File: src/hw/pit_pkg.sv
// Interval timer package with control word layout, access and mode encodings, address map
package pit_pkg;

  // Number of timer channels, fixed by the 2-bit address map
  localparam int NUM_CH = 3;

  // Address 3 is the control word, 0..2 are the channel count ports
  localparam logic [1:0] ADDR_CTRL = 2'd3;

  // Read/write access format of a channel
  // Latch is only meaningful inside a control word
  typedef enum logic [1:0] {
    ACC_LATCH = 2'd0,
    ACC_LSB   = 2'd1,
    ACC_MSB   = 2'd2,
    ACC_BOTH  = 2'd3
  } pit_access_e;

  // Supported counting modes
  // Unsupported mode codes fall back to mode 0
  typedef enum logic [2:0] {
    MODE_0 = 3'd0,
    MODE_2 = 3'd2,
    MODE_3 = 3'd3
  } pit_mode_e;

  // Mode word view
  typedef struct packed {
    logic [1:0]  sel;
    pit_access_e access;
    logic [2:0]  mode;
    logic        bcd;
  } pit_mode_word_t;

  // Counter latch command view, cmd field is zero
  typedef struct packed {
    logic [1:0] sel;
    logic [1:0] cmd;
    logic [3:0] unused;
  } pit_latch_cmd_t;

  // One control byte, two decodes
  typedef union packed {
    pit_mode_word_t mode_word;
    pit_latch_cmd_t latch_cmd;
  } pit_ctrl_word_u;

endpackage

File: src/hw/pit_bus_port.sv
// Timer bus port: request/response handshake, address decode and read data return
`timescale 1ns/10ps

module pit_bus_port
  import pit_pkg::*;
(
  input  logic                   WR_,
  input  logic                   LOAD,
  // Request channel
  input  logic                   req_valid,
  output logic                   req_ready,
  input  logic                   req_write,
  input  logic [1:0]             req_addr,
  input  logic [7:0]             req_wdata,
  // Read response channel
  output logic                   rsp_valid,
  input  logic                   rsp_ready,
  output logic [7:0]             rsp_rdata,
  // Channel side
  output logic [7:0]             wdata,
  output logic [NUM_CH-1:0]      wr_stb,
  output logic [NUM_CH-1:0]      rd_stb,
  output logic [NUM_CH-1:0]      ctrl_stb,
  input  logic [NUM_CH-1:0][7:0] ch_rdata
);

  pit_ctrl_word_u ctrl_word;
  logic           req_fire;
  logic           rd_fire;

  // Only back-pressure is a pending read response
  assign req_ready = ~rsp_valid;
  assign req_fire  = req_valid & req_ready;
  assign rd_fire   = req_fire & ~req_write;

  // Write byte shared by all channels
  assign wdata     = req_wdata;
  // Select field sits in the same bits for both decodes
  assign ctrl_word = req_wdata;

  // Strobes straight from the accepted request
  always_comb begin
    wr_stb   = '0;
    rd_stb   = '0;
    ctrl_stb = '0;
    if (req_fire) begin
      if (req_addr == ADDR_CTRL) begin
        // Select value 3 addresses no channel
        if (req_write && (ctrl_word.mode_word.sel != 2'd3)) begin
          ctrl_stb[ctrl_word.mode_word.sel] = 1'b1;
        end
      end else if (req_write) begin
        wr_stb[req_addr] = 1'b1;
      end else begin
        rd_stb[req_addr] = 1'b1;
      end
    end
  end

  // Response pending flag
  always_ff @(posedge WR_ or posedge LOAD) begin
    if (LOAD) begin
      rsp_valid <= 1'b0;
    end else if (rd_fire) begin
      rsp_valid <= 1'b1;
    end else if (rsp_ready) begin
      rsp_valid <= 1'b0;
    end
  end

  // Response data, held until taken
  // Control address reads back as zero
  always_ff @(posedge WR_) begin
    if (rd_fire) begin
      rsp_rdata <= (req_addr == ADDR_CTRL) ? 8'h00 : ch_rdata[req_addr];
    end
  end

endmodule

File: src/hw/pit_channel_regs.sv
// Timer channel registers: control word decode, count write staging and count read latch
`timescale 1ns/10ps

module pit_channel_regs
  import pit_pkg::*;
(
  input  logic        WR_,
  input  logic        LOAD,
  input  logic [7:0]  wdata,
  input  logic        wr_stb,
  input  logic        rd_stb,
  input  logic        ctrl_stb,
  input  logic [15:0] count,
  output logic [7:0]  rdata,
  output pit_mode_e   mode,
  output logic [15:0] count_init,
  output logic        load_req,
  output logic        mode_set
);

  pit_ctrl_word_u ctrl;
  pit_access_e    access;
  logic           is_latch_cmd;
  // Byte pointers, high means next byte is the MSB
  logic           wr_msb;
  logic           rd_msb;
  logic           wr_last;
  logic           rd_last;
  // Read latch
  logic           latch_held;
  logic [15:0]    latch_val;
  logic [15:0]    rd_src;

  assign ctrl         = wdata;
  assign is_latch_cmd = (ctrl.latch_cmd.cmd == 2'b00);

  // Last byte of the access format
  assign wr_last = (access != ACC_BOTH) || wr_msb;
  assign rd_last = (access != ACC_BOTH) || rd_msb;

  // Latched value wins over the live count
  assign rd_src = latch_held ? latch_val : count;

  always_comb begin
    case (access)
      ACC_MSB:  rdata = rd_src[15:8];
      ACC_BOTH: rdata = rd_msb ? rd_src[15:8] : rd_src[7:0];
      default:  rdata = rd_src[7:0];
    endcase
  end

  always_ff @(posedge WR_ or posedge LOAD) begin
    if (LOAD) begin
      access     <= ACC_LSB;
      mode       <= MODE_0;
      count_init <= '0;
      wr_msb     <= 1'b0;
      rd_msb     <= 1'b0;
      latch_held <= 1'b0;
      load_req   <= 1'b0;
      mode_set   <= 1'b0;
    end else begin
      // Both pulses last one cycle
      load_req <= 1'b0;
      mode_set <= 1'b0;

      if (ctrl_stb) begin
        if (is_latch_cmd) begin
          // A second latch before readout is ignored
          latch_held <= 1'b1;
        end else begin
          access <= ctrl.mode_word.access;
          case (ctrl.mode_word.mode)
            3'd2:    mode <= MODE_2;
            3'd3:    mode <= MODE_3;
            default: mode <= MODE_0;
          endcase
          count_init <= '0;
          wr_msb     <= 1'b0;
          rd_msb     <= 1'b0;
          mode_set   <= 1'b1;
        end
      end

      // Count byte writes
      if (wr_stb) begin
        if ((access == ACC_MSB) || ((access == ACC_BOTH) && wr_msb)) begin
          count_init[15:8] <= wdata;
        end else begin
          count_init[7:0] <= wdata;
        end
        if (access == ACC_BOTH) begin
          wr_msb <= ~wr_msb;
        end
        load_req <= wr_last;
      end

      // Count byte reads, latch released after the final byte
      if (rd_stb) begin
        if (access == ACC_BOTH) begin
          rd_msb <= ~rd_msb;
        end
        if (rd_last) begin
          latch_held <= 1'b0;
        end
      end
    end
  end

  // Count snapshot on the latch command edge
  always_ff @(posedge WR_) begin
    if (ctrl_stb && is_latch_cmd && !latch_held) begin
      latch_val <= count;
    end
  end

endmodule

File: src/hw/pit_channel_counter.sv
// Timer channel counter: 16-bit down counter and output waveform for modes 0, 2 and 3
`timescale 1ns/10ps

module pit_channel_counter
  import pit_pkg::*;
(
  input  logic        WR_,
  input  logic        LOAD,
  input  logic        tick,
  input  logic        gate,
  input  pit_mode_e   mode,
  input  logic [15:0] count_init,
  input  logic        load_req,
  input  logic        mode_set,
  output logic [15:0] count,
  output logic        timer_out
);

  // Load requested, waiting for a tick
  logic        load_pend;
  // Count valid since last load
  logic        loaded;
  logic        load_now;
  logic        count_en;
  logic [15:0] reload_val;
  logic        out_idle;

  // Mode 3 drops the low bit of the count
  assign reload_val = (mode == MODE_3) ? {count_init[15:1], 1'b0} : count_init;

  // Load needs a tick only, gate is ignored
  assign load_now = (load_req | load_pend) & tick;
  assign count_en = loaded & tick & gate;

  // Output level after a mode write or a load
  assign out_idle = (mode != MODE_0);

  always_ff @(posedge WR_ or posedge LOAD) begin
    if (LOAD) begin
      load_pend <= 1'b0;
      loaded    <= 1'b0;
      count     <= '0;
      timer_out <= 1'b1;
    end else if (mode_set) begin
      // Stop until the next count load
      load_pend <= 1'b0;
      loaded    <= 1'b0;
      timer_out <= out_idle;
    end else if (load_now) begin
      load_pend <= 1'b0;
      loaded    <= 1'b1;
      count     <= reload_val;
      timer_out <= out_idle;
    end else begin
      if (load_req) begin
        load_pend <= 1'b1;
      end
      if (count_en) begin
        case (mode)
          MODE_2: begin
            // Low for the tick at count 1, reload after it
            if (count == 16'd1) begin
              count     <= reload_val;
              timer_out <= 1'b1;
            end else begin
              count     <= count - 16'd1;
              timer_out <= (count != 16'd2);
            end
          end
          MODE_3: begin
            // Half period ends when the count hits 0
            if (count == 16'd2) begin
              count     <= reload_val;
              timer_out <= ~timer_out;
            end else begin
              count <= count - 16'd2;
            end
          end
          default: begin
            // Terminal count, output stays high
            // Count wraps with no reload
            count <= count - 16'd1;
            if (count == 16'd1) begin
              timer_out <= 1'b1;
            end
          end
        endcase
      end
    end
  end

endmodule

File: src/hw/pit_top.sv
// Programmable interval timer top: bus port plus three register and counter channel pairs
`timescale 1ns/10ps

module pit_top
  import pit_pkg::*;
(
  input  logic              WR_,
  input  logic              LOAD,
  // Request channel
  input  logic              req_valid,
  output logic              req_ready,
  input  logic              req_write,
  input  logic [1:0]        req_addr,
  input  logic [7:0]        req_wdata,
  // Read response channel
  output logic              rsp_valid,
  input  logic              rsp_ready,
  output logic [7:0]        rsp_rdata,
  // Per-channel tick, gate and output
  input  logic [NUM_CH-1:0] tick,
  input  logic [NUM_CH-1:0] gate,
  output logic [NUM_CH-1:0] timer_out
);

  logic [7:0]              wdata;
  logic [NUM_CH-1:0]       wr_stb;
  logic [NUM_CH-1:0]       rd_stb;
  logic [NUM_CH-1:0]       ctrl_stb;
  logic [NUM_CH-1:0][7:0]  ch_rdata;
  // Register block to counter
  pit_mode_e               ch_mode [NUM_CH];
  logic [NUM_CH-1:0][15:0] ch_count_init;
  logic [NUM_CH-1:0]       ch_load_req;
  logic [NUM_CH-1:0]       ch_mode_set;
  // Counter back to register block
  logic [NUM_CH-1:0][15:0] ch_count;

  pit_bus_port i_bus_port (
    .WR_       (WR_),
    .LOAD      (LOAD),
    .req_valid (req_valid),
    .req_ready (req_ready),
    .req_write (req_write),
    .req_addr  (req_addr),
    .req_wdata (req_wdata),
    .rsp_valid (rsp_valid),
    .rsp_ready (rsp_ready),
    .rsp_rdata (rsp_rdata),
    .wdata     (wdata),
    .wr_stb    (wr_stb),
    .rd_stb    (rd_stb),
    .ctrl_stb  (ctrl_stb),
    .ch_rdata  (ch_rdata)
  );

  // One register block beside each counter
  for (genvar ch = 0; ch < NUM_CH; ch++) begin : g_ch
    pit_channel_regs i_regs (
      .WR_        (WR_),
      .LOAD       (LOAD),
      .wdata      (wdata),
      .wr_stb     (wr_stb[ch]),
      .rd_stb     (rd_stb[ch]),
      .ctrl_stb   (ctrl_stb[ch]),
      .count      (ch_count[ch]),
      .rdata      (ch_rdata[ch]),
      .mode       (ch_mode[ch]),
      .count_init (ch_count_init[ch]),
      .load_req   (ch_load_req[ch]),
      .mode_set   (ch_mode_set[ch])
    );

    pit_channel_counter i_counter (
      .WR_        (WR_),
      .LOAD       (LOAD),
      .tick       (tick[ch]),
      .gate       (gate[ch]),
      .mode       (ch_mode[ch]),
      .count_init (ch_count_init[ch]),
      .load_req   (ch_load_req[ch]),
      .mode_set   (ch_mode_set[ch]),
      .count      (ch_count[ch]),
      .timer_out  (timer_out[ch])
    );
  end

endmodule

File: config.mk
export PLATFORM = sky130hd
export DESIGN_NAME = pit_top
export DESIGN_NICKNAME = d
export VERILOG_FILES = /design/src/hw/pit_pkg.sv /design/src/hw/pit_bus_port.sv /design/src/hw/pit_channel_regs.sv /design/src/hw/pit_channel_counter.sv /design/src/hw/pit_top.sv
export SDC_FILE = /design/constraint.sdc
export NUM_CORES = 1
export LEC_CHECK = 0
export BUFFER_PORTS_ARGS = -buffer_cell sky130_fd_sc_hd__buf_2
export CAP_MARGIN = 5
export CORE_UTILIZATION = 45
export CTS_CLUSTER_SIZE = 40
export DETAILED_ROUTE_END_ITERATION = 8
export GPL_TIMING_DRIVEN = 0
export MAX_ROUTING_LAYER = met4
export PLACE_DENSITY = 0.68
export SYNTH_ARGS = -nofsm -noshare
export SYNTH_HDL_FRONTEND = slang
export SYNTH_SLANG_ARGS = --single-unit
File: constraint.sdc
create_clock -name WR_ -period 5.7 [get_ports WR_]
set_input_delay 0.57 -clock WR_ [delete_from_list [all_inputs] [get_ports WR_]]
set_output_delay 0.57 -clock WR_ [all_outputs]
set_load 0.005 [all_outputs]
# After elaboration in Yosys (flattened, before gate mapping)
# Cells that the tools add are included.
[totals] regBits=192 n_memories=0 ramBits=0 output_inout_bits=13 wordCells=303 romBits=0 inputBits=21 latch_bits=0
[op_classes] addsub=6 n_mux=139 eq_ne=31 n_reduce_logical=53 multipliers=0 n_lt_le_gt_ge=4 bitwise=29 n_div=0 shifts=0
[op_table] operator="two-way mux 16 bit" n=24
[op_table] operator="case mux 16 bit (2 select lines)" n=3
[op_table] operator="two-way mux 1 bit" n=83
[op_table] operator="two-way mux 8 bit" n=10
[op_table] operator="equality test 16 x 1 -> 1 bit (second input constant)" n=3
[op_table] operator="equality test 16 x 2 -> 1 bit (second input constant)" n=3
[op_table] operator="inequality test 16 x 2 -> 1 bit (second input constant)" n=3
[op_table] operator="case mux 8 bit (2 select lines)" n=3
[op_table] operator="subtractor 16 x 1 -> 16 bit (second input constant)" n=3
[op_table] operator="subtractor 16 x 2 -> 16 bit (second input constant)" n=3
[op_table] operator="two-way mux 3 bit" n=9
[op_table] operator="nonzero test 3 bit" n=9
[op_table] operator="equality test 3 x 2 -> 1 bit (second input constant)" n=8
[op_table] operator="binary-select mux 8 bit (select 2 bit)" n=1
[op_table] operator="NOT 1 bit" n=15
[op_table] operator="nonzero test 5 bit" n=3
[op_table] operator="equality test 2 bit (second input constant)" n=7
[op_table] operator="nonzero test 2 bit" n=7
[op_table] operator="logical AND 1 bit" n=12
[op_table] operator="inequality test 4 x 3 -> 1 bit (second input constant)" n=3
[op_table] operator="AND reduction 2 bit" n=6
[op_table] operator="bitwise AND 1 bit" n=11
[op_table] operator="logical OR 1 bit" n=9
[op_table] operator="AND reduction 3 bit" n=3
[op_table] operator="other kinds (9)" n=21

# Logic depth before layout (Yosys ltp)
# Gate-level depths: netlist of the first run.
[depth] word_depth=10 depth_mapped=10 depth_no_buf=8

# Hierarchy
# A second synthesis of the first run with hierarchy kept.
[hier_totals] cells_unflattened=1092 hier_area_um2=11091.9
[modules_own_cells] module="pit_channel_counter (g_ch[0].i_counter ...)" cells_per_inst=228 area_each_um2=1736.7 instances=2 seq_area_each_um2=476.7
[modules_own_cells] module="pit_channel_regs (g_ch[1].i_regs ...)" cells_per_inst=117 area_each_um2=1729.2 instances=2 seq_area_each_um2=1107.3
[modules_own_cells] module="pit_channel_counter (g_ch[2].i_counter)" cells_per_inst=230 area_each_um2=1831.8 instances=1 seq_area_each_um2=476.7
[modules_own_cells] module="pit_channel_regs (g_ch[0].i_regs)" cells_per_inst=116 area_each_um2=1714.1 instances=1 seq_area_each_um2=1107.3
[modules_own_cells] module="pit_bus_port" cells_per_inst=56 area_each_um2=614.3 instances=1 seq_area_each_um2=265.3

# Worst setup path after synthesis of the first run
# No wires, ideal clock.
[synth_path] path_kind="register to register" startpoint="register g_ch[2].i_counter.count[1]" endpoint="register g_ch[2].i_counter.count[12]" t_arrival_ps=2531 setup_ps=123 synth_period_minus_slack_ps=2654 path_buffers=1 required_time_ps=5577 setup_slack_ps=3046 stages_incl_launch_ff=10 path_cell_list="dfrtp_1 clkbuf_1 inv_1 ha_1 or4b_2 nor4_4 o21ai_1 a221oi_1 a21oi_1 o221a_2"
[synth_via] elab_chain_cells=5 word_cells_on_any_way=9 classes_between="add/sub (2); eq/ne (2); mux (5)"
[synth_lines] element="start: declaration" line="pit_channel_counter.sv:15" rtl="output logic [15:0] count,"
[synth_lines] element="start signal: assignment" line="pit_channel_counter.sv:52" rtl="count <= reload_val;"
[synth_lines] element="start signal: assignment" line="pit_channel_counter.sv:63" rtl="count <= reload_val;"
[synth_lines] element="start signal: assignment" line="pit_channel_counter.sv:66" rtl="count <= count - 16'd1;"
[synth_lines] element="subtractor 16 x 2 -> 16 bit, or another cell as far along" line="pit_channel_counter.sv:76" rtl="count <= count - 16'd2;"
[synth_lines] element="two-way mux 16 bit, on equally long branches" line="pit_channel_counter.sv:72, pit_channel_counter.sv:62"
[synth_lines] element="case mux 16 bit (2 select lines) (*)" line="pit_channel_counter.sv:59" rtl="case (mode)"
[synth_lines] element="two-way mux 16 bit (*)" line="pit_channel_counter.sv:58" rtl="if (count_en) begin"
[synth_lines] element="two-way mux 16 bit (*)" line="pit_channel_counter.sv:49" rtl="end else if (load_now) begin"
# Mark *: on every way between the ends. The rest lies on a longest branch, timed or not. The select of a mux whose other input is x is not followed.
# A chain may end at the register's enable or synchronous reset.

# Worst setup path after layout of the first run
[layout_path] startpoint="register g_ch[1].i_counter.count[1]" endpoint="register g_ch[1].i_counter.count[12]"
[layout_via] elab_chain_cells=5 word_cells_on_any_way=9 classes_between="add/sub (2); eq/ne (2); mux (5)"
[layout_lines] element="start: declaration" line="pit_channel_counter.sv:15"
[layout_lines] element="start signal: assignment" line="pit_channel_counter.sv:52"
[layout_lines] element="start signal: assignment" line="pit_channel_counter.sv:63"
[layout_lines] element="start signal: assignment" line="pit_channel_counter.sv:66"
[layout_lines] element="subtractor 16 x 2 -> 16 bit, or another cell as far along" line="pit_channel_counter.sv:76"
[layout_lines] element="two-way mux 16 bit, on equally long branches" line="pit_channel_counter.sv:72, pit_channel_counter.sv:62"
[layout_lines] element="case mux 16 bit (2 select lines) (*)" line="pit_channel_counter.sv:59"
[layout_lines] element="two-way mux 16 bit (*)" line="pit_channel_counter.sv:58"
[layout_lines] element="two-way mux 16 bit (*)" line="pit_channel_counter.sv:49"
# Marked as above.

==> results of run 1 <==
cells in the final DEF (no fill, tap or decap), types with 7 or more instances in the layout:
master,instances
nand3_1,52
ha_1,15
nand4_1,7
a21oi_1,44
a211oi_1,8
o21a_1,8
nand3b_1,7
edfxtp_1,56
mux2i_1,9
inv_1,40
clkbuf_1,52
buf_2,35
a22oi_1,10
a31oi_1,17
nor3_1,32
mux4_2,23
o22ai_1,20
dfrtp_1,127
and3_1,11
nand2_1,129
o211ai_1,8
a221oi_1,17
nor4_1,24
o21ai_1,9
o21ai_0,90
clkbuf_16,18
a22o_1,23
nor2_1,60
worst max-delay path: cells and delay by family, from the launching register on:
| family | cells | cell delay, ns |
|---|---|---|
| buffers and inverters | 3 | 0.77 |
| and+or+nand+nor | 3 | 0.74 |
| DFF | 1 | 0.39 |
| AOI/OAI and AO/OA | 3 | 1.25 |
| adders and majority gates | 1 | 0.30 |
area by class of cell:
class | count | area, sq um | area share
Sequential cell | 189 | 5017 | 0.4390
Multi-Input combinational cell | 747 | 4883 | 0.4273
Clock buffer | 18 | 450.4 | 0.03941
Tap cell | 285 | 356.6 | 0.03120
Buffer | 64 | 264.0 | 0.02310
Timing Repair Buffer | 33 | 193.9 | 0.01697
Inverter | 41 | 158.9 | 0.01390
Clock inverter | 14 | 105.1 | 0.009195
cell families (layout without fill, tap and decap cells):
kind of cell,after synthesis,in the layout,synth area share
and+or+nand+nor,372,372,0.1775
AOI/OAI and AO/OA,317,317,0.2058
DFF,189,189,0.4868
buffers and inverters,105,170,0.04054
muxes,38,38,0.06701
adders and majority gates,15,15,0.01821
xor gates and xnor gates,5,5,0.004248
report_power, final:
| group | switching (mW) | internal [mW] | leakage (nW) |
|---|---|---|---|
| Combinational | 0.740 | 0.516 | 2.09 |
| Sequential | 0.284 | 1.64 | 2.21 |
| Clock | 0.551 | 0.592 | 0.275 |
worst paths after layout:
kind                                                to                  startpoint  slack, ns
max                        g_ch[1].i_counter.count[12]  g_ch[1].i_counter.count[1]       2.11
min                           g_ch[0].i_counter.loaded                        LOAD       0.24
max reg2reg                g_ch[1].i_counter.count[12]  g_ch[1].i_counter.count[1]       2.11
min reg2reg                g_ch[2].i_regs.latch_val[7]  g_ch[2].i_counter.count[7]       0.45
max in group asynchronous   g_ch[2].i_counter.count[7]                        LOAD       4.68
min in group WR_                  i_bus_port.rsp_valid                   rsp_ready       0.31
state kept, by name, summed over array words and instances, names as in the netlist:
name and count:
g_ch.i_regs.mode_set 3, g_ch.i_regs.rd_msb 3, g_ch.i_regs.access 6, g_ch.i_regs.latch_val 48
g_ch.i_counter.load_pend 3, g_ch.i_regs.mode 6, g_ch.i_regs.load_req 3, i_bus_port.rsp_rdata 8
g_ch.i_regs.count_init 48, g_ch.i_counter.count 48, g_ch.i_counter.timer_out 3, g_ch.i_regs.latch_held 3
i_bus_port.rsp_valid 1, g_ch.i_regs.wr_msb 3, g_ch.i_counter.loaded 3
through the flow:
| stage | worst slack [ns] | util | cells | hold WS (ns) |
|---|---|---|---|---|
| 3_3_place_gp | -0.1232 | 0.4793 | 1357 | 0.4212 |
| 4_1_cts | 2.211 | 0.5057 | 1390 | 0.2478 |
| 2_1_floorplan | 1.586 | - | 1041 | 0.4196 |
| 6_report | 2.112 | 0.5064 | 1391 | 0.2358 |
| 5_1_grt | 1.883 | 0.5064 | 1391 | 0.2854 |
| 3_5_place_dp | 2.109 | 0.4810 | 1358 | 0.4329 |
routing by layer:
metal	up-vias	wire, microns	global-route usage
met5	-	0	-
met4	0	1071	0.1114
met3	71	1671	0.03884
met2	330	14390	0.4314
met1	4399	13690	0.3720
li1	4060	-	-
==> reports/metrics.yaml, run 1 <==
floorplan:
  fp.dieW_microns: 153.3
  coreArea_sq_mm: 0.02257
  rows: 55
  start_util: 0.4567
  fp.dieH_microns: 153.3
  pin_count: 34
  dieArea_sq_mm: 0.02351
synth:
  avgSynthCellArea_sq_um: 9.901
  yosysMostFrequentCell: "nand2_1"
  ys_dominant_reg_cell: "dfrtp_1"
  synth_nets: 1077
  synthCells: 1041
  syn_area_sq_mm: 0.01031
  ys_ff_latch: 189
  synth_seq_area_share: 0.4868
  synth_cell_types: 82
  synthDominantCellAreaShare: 0.3083
  synthTopCellsByArea: "dfrtp_1 31%, edfxtp_1 16%, mux4_2 5.0%"
  async_flop_share: 0.7037
  synth.largest_area_cell: "dfrtp_1"
  synth_commonest_cells: "129 x nand2_1, 127 x dfrtp_1, 90 x o21ai_0"
  synth_warnings: 0
  synth-edff-count: 56
cells_and_area:
  antenna_cells: 0
  drive_gt1_frac: 0.1193
  area.growth.synth_to_final_pct: 10.89
  fin_area_sq_mm: 0.01143
  nNetsFinal: 1129
  num-fill-cells: 2142
timing:
  fin_crit_ns: 3.588
  rsz0062_at_grt: "false"
  tns_ns: 0
  hold_violations: 0
  fin_crit_sh: 0.6295
  fmax_mhz: 278.7
  skew_ns: 0.008528
  worst_pin_slew_ns: 1.192
  slew_violations: 0
  slew_headroom: 0.2003
  setup_viol: 0
critical_path:
  arrival_ns: 3.89
  crit_type: "reg2reg"
  crit_chain: "clkbuf_1 -> inv_1 -> ha_1 -> nor3b_1 -> and4_1 -> clkbuf_1 -> o21ai_1 -> a22oi_1 -> or3_1 -> o311ai_0"
  crit_path_max_incr_delay_ns: 0.65
  critPathRequiredTime_ns: 6.00
  setup.worst_path.start_class: "flop"
  critPathCaptureType: "flop"
  r2r_cells: 10
  cpMostUsedCell: "clkbuf_1"
  crit_slowest_cell: "o21ai_1"
  crit_fanout: 9
clock_tree:
  numCtsBuffers: 17
  post_cts_buffers: 0
  hold_buffers: 0
  h-tree-depth: 4
  cts_tree: "yes"
  cts_buffer_depth: 2
  clk_latency_ns: 0.44
  root_buffer: "clkbuf_16"
  cts.repair.resized: 0
  clock-sinks: 189
  clk_pin_slew_worst_paths_ns: 0.07
routing:
  wl_per_cell_microns: 22.15
  first_pass_iters: 5
  viasPerCell: 6.370
  wl_mm: 30.82
  drt_iter0_drc: 811
  drc: 0
  dr_total_vias: 8860
  final_antenna_net_count: 0
placement:
  port_buffers: 31
  globalplace.congestion: 0.9479
  dpl.hpwl_mm: 22.28
  postPlaceCellArea_sq_mm: 0.01086
global_route:
  antenna_found_initial: 0
  overflow: 0
  grt_max_degree: 71
  grt_pass1_vias: 8515
  grt_pass1_wl_mm: 48.92
  grt_usage: 0.2791
pwr:
  p_leak_nw: 4.572
  finalPower_mw: 4.322
  powerDensity_mw_per_mm2: 378.2
  peakVddDrop_mv: 0.2128
run:
  max_cap_viol_count: 0
outcome:
  run_status: "completed"
hold_path:
  hp-class: "in2async"
No activity file was read; power rests on OpenSTA's default activity.
==> run 2: changes to the inputs <==
PLACE_DENSITY = 0.7   (was 0.68)
clock period = 3.1 ns   (was 5.7 ns; I/O delays follow)
==> reports/metrics.yaml, run 2 (synthesis gave the netlist of run 1 again) <==
routing:
  viasPerCell: 6.423  # +0.84%
  drc: 0  # unchanged
  first_pass_iters: 6  # +1
  wl_per_cell_microns: 21.97  # -0.85%
  wl_met1_mm: 13.39  # -2.2%
  wl_mm: 30.71  # -0.35%
  final_antenna_net_count: 0  # unchanged
  drt_iter0_drc: 920  # +13%
  highest_layer: "met4"
  dr_wl_met2_mm: 14.20  # -1.3%
  wl_met3_mm: 2.163  # +29%
  dr_total_vias: 8979  # +1.3%
critical_path:
  r2r_cells: 9  # -1
  crit_type: "reg2reg"
  critPathCaptureType: "flop"
  cp-startpoint: "g_ch[1].i_counter.count[0]"
  r2r_slack_ns: -0.01  # -2.13 ns
  worst-path-stages: 9  # -1
  crit_family: "compound AO/OA/AOI/OAI gates"
  crit_fanout: 10  # +1
  setup.worst_path.end: "g_ch[1].i_counter.count[12]"
  arrival_ns: 3.41  # -0.48 ns
  crit_path_max_incr_delay_ns: 0.42  # -0.23 ns
  setup.worst_path.start_class: "flop"
  critPathRequiredTime_ns: 3.39  # -2.61 ns
  crit_chain: "clkbuf_1 -> inv_1 -> ha_1 -> nor2b_1 -> nand3_1 -> o21ba_2 -> a22oi_1 -> or3_1 -> o311ai_0"
  r2r_start: "g_ch[1].i_counter.count[0]"
  crit_slowest_cell: "dfrtp_1"
  reg2reg_to: "g_ch[1].i_counter.count[12]"
  crit_buf_inv: 2  # -1
floorplan:
  fp.dieW_microns: 153.3  # unchanged
  rows: 55  # unchanged
  dieArea_sq_mm: 0.02351  # unchanged
  fp.dieH_microns: 153.3  # unchanged
  pin_count: 34  # unchanged
  coreArea_sq_mm: 0.02257  # unchanged
  start_util: 0.4567  # unchanged
cells_and_area:
  drive_gt1_frac: 0.1339  # +0.01452
  num-fill-cells: 2044  # -4.6%
  nNetsFinal: 1136  # +0.62%
  final_common_cell: "nand2_1"
  antenna_cells: 0  # unchanged
  area.growth.synth_to_final_pct: 12.44
  reg_top3: "g_ch.i_counter.count (48), g_ch.i_regs.count_init (48), g_ch.i_regs.latch_val (48)"
  fin_area_sq_mm: 0.01159  # +1.4%
  final_cell_mix: "129 x nand2_1, 126 x dfrtp_1, 89 x o21ai_0"
timing:
  layout_setup_ws_ns: -0.01467  # -2.127 ns
  fin_crit_sh: 1.005  # +0.3752
  rsz0062_at_grt: "true"
  fin_crit_ns: 3.115  # -0.4735 ns
  worst_pin_slew_ns: 1.162  # -0.02949 ns
  slew_violations: 0  # unchanged
  setup_viol: 1  # +1
  whs_ns: 0.04949  # -0.1863 ns
  fmax_mhz: 321.1  # +15%
  slew_headroom: 0.2201  # +0.01979
  hold_violations: 0  # unchanged
  skew_ns: 0.01291  # +0.004386 ns
run:
  max_cap_viol_count: 0  # unchanged
pwr:
  powerDensity_mw_per_mm2: 697.9  # +85%
  finalPower_mw: 8.089  # +87%
  p_leak_nw: 4.635  # +1.4%
  peakVddDrop_mv: 0.4188  # +97%
clock_tree:
  clock-sinks: 189  # unchanged
  clk_pin_slew_worst_paths_ns: 0.07  # about the same
  clk_latency_ns: 0.44  # about the same
  root_buffer: "clkbuf_16"
  cts_tree: "yes"
  numCtsBuffers: 17  # unchanged
  h-tree-depth: 4  # unchanged
  cts_buffer_depth: 2  # unchanged
outcome:
  violations: "negative setup slack"
  run_status: "finished with violations"
global_route:
  grt_pass1_wl_mm: 48.99  # +0.14%
  overflow: 0  # unchanged
  grt_max_degree: 41  # -42%
  grt_pass1_vias: 8527  # +0.14%
  antenna_found_initial: 0  # unchanged
  grt_usage: 0.2788  # -0.0003267
hold_path:
  whs_path_depth: 2
  hp-class: "in2reg"
placement:
  globalplace.congestion: 0.9922  # +4.7%
  dpl.hpwl_mm: 22.53  # +1.1%
  postPlaceCellArea_sq_mm: 0.01088  # +0.23%
  port_buffers: 31  # unchanged
run 2: power breakdown:
| part | switching, mW | total (mW) | internal (mW) |
|---|---|---|---|
| combinational | 1.36 | 2.34 | 0.976 |
| clock | 1.03 | 2.22 | 1.20 |
| sequential | 0.510 | 3.53 | 3.02 |
run 2: what timing repair did:
action	4_1_cts	5_1_grt
setup endpoints to repair	22	24
gates resized for setup	5	11
pin swaps	1	0
endpoints found under the hold margin	2	0
hold buffers	1	0
setup buffers	3	2
run 2: per-stage QoR:
step,cells,worst slack (ns),utilization,TNS [ns]
floorplan,1041,0.4464,-,0
global placement,1357,-0.2998,0.4795,-2.340
detailed placement,1360,-0.3433,0.4822,-2.457
CTS,1395,0.05569,0.5105,0
global route,1398,-0.08892,0.5135,-0.08892
finish,1398,-0.01467,0.5135,-0.01467
run 2: final cells by class:
| type | instances | area, sq um | share of cell area |
|---|---|---|---|
| plain buffers | 63 | 262.8 | 0.02267 |
| clock buffers | 22 | 508.0 | 0.04383 |
| clock inverters | 10 | 90.09 | 0.007773 |
| inverters | 41 | 157.7 | 0.01360 |
| multi-input cells | 747 | 4926 | 0.4250 |
| flip-flops and latches | 189 | 5019 | 0.4330 |
| well taps | 285 | 356.6 | 0.03077 |
| repair buffers | 41 | 270.3 | 0.02332 |
run 2: worst register-to-register path, cell delays in order, from the launching register on:
cell and delay [ns]:
dfrtp_1 0.42, clkbuf_1 0.41, inv_1 0.25, ha_1 0.32, nor2b_1 0.16, nand3_1 0.21, o21ba_2 0.27, a22oi_1 0.19
or3_1 0.38, o311ai_0 0.36
run 2: how the worst min path moves through the flow:
stage                                     from                     endpoint  slack, ns
global route                         rsp_ready         i_bus_port.rsp_valid       0.05
CTS                                  rsp_ready         i_bus_port.rsp_valid       0.04
detailed placement  g_ch[2].i_counter.count[7]  g_ch[2].i_regs.latch_val[7]       0.43
finish                               rsp_ready         i_bus_port.rsp_valid       0.05
global placement    g_ch[2].i_counter.count[7]  g_ch[2].i_regs.latch_val[7]       0.42
floorplan                              tick[0]  g_ch[0].i_counter.load_pend       0.38
run 2: per-layer routing:
metal	global-route usage	vias to the layer above
li1	-	4086
met1	0.3724	4388
met2	0.4281	430
met3	0.04536	75
met4	0.1048	0
met5	-	-
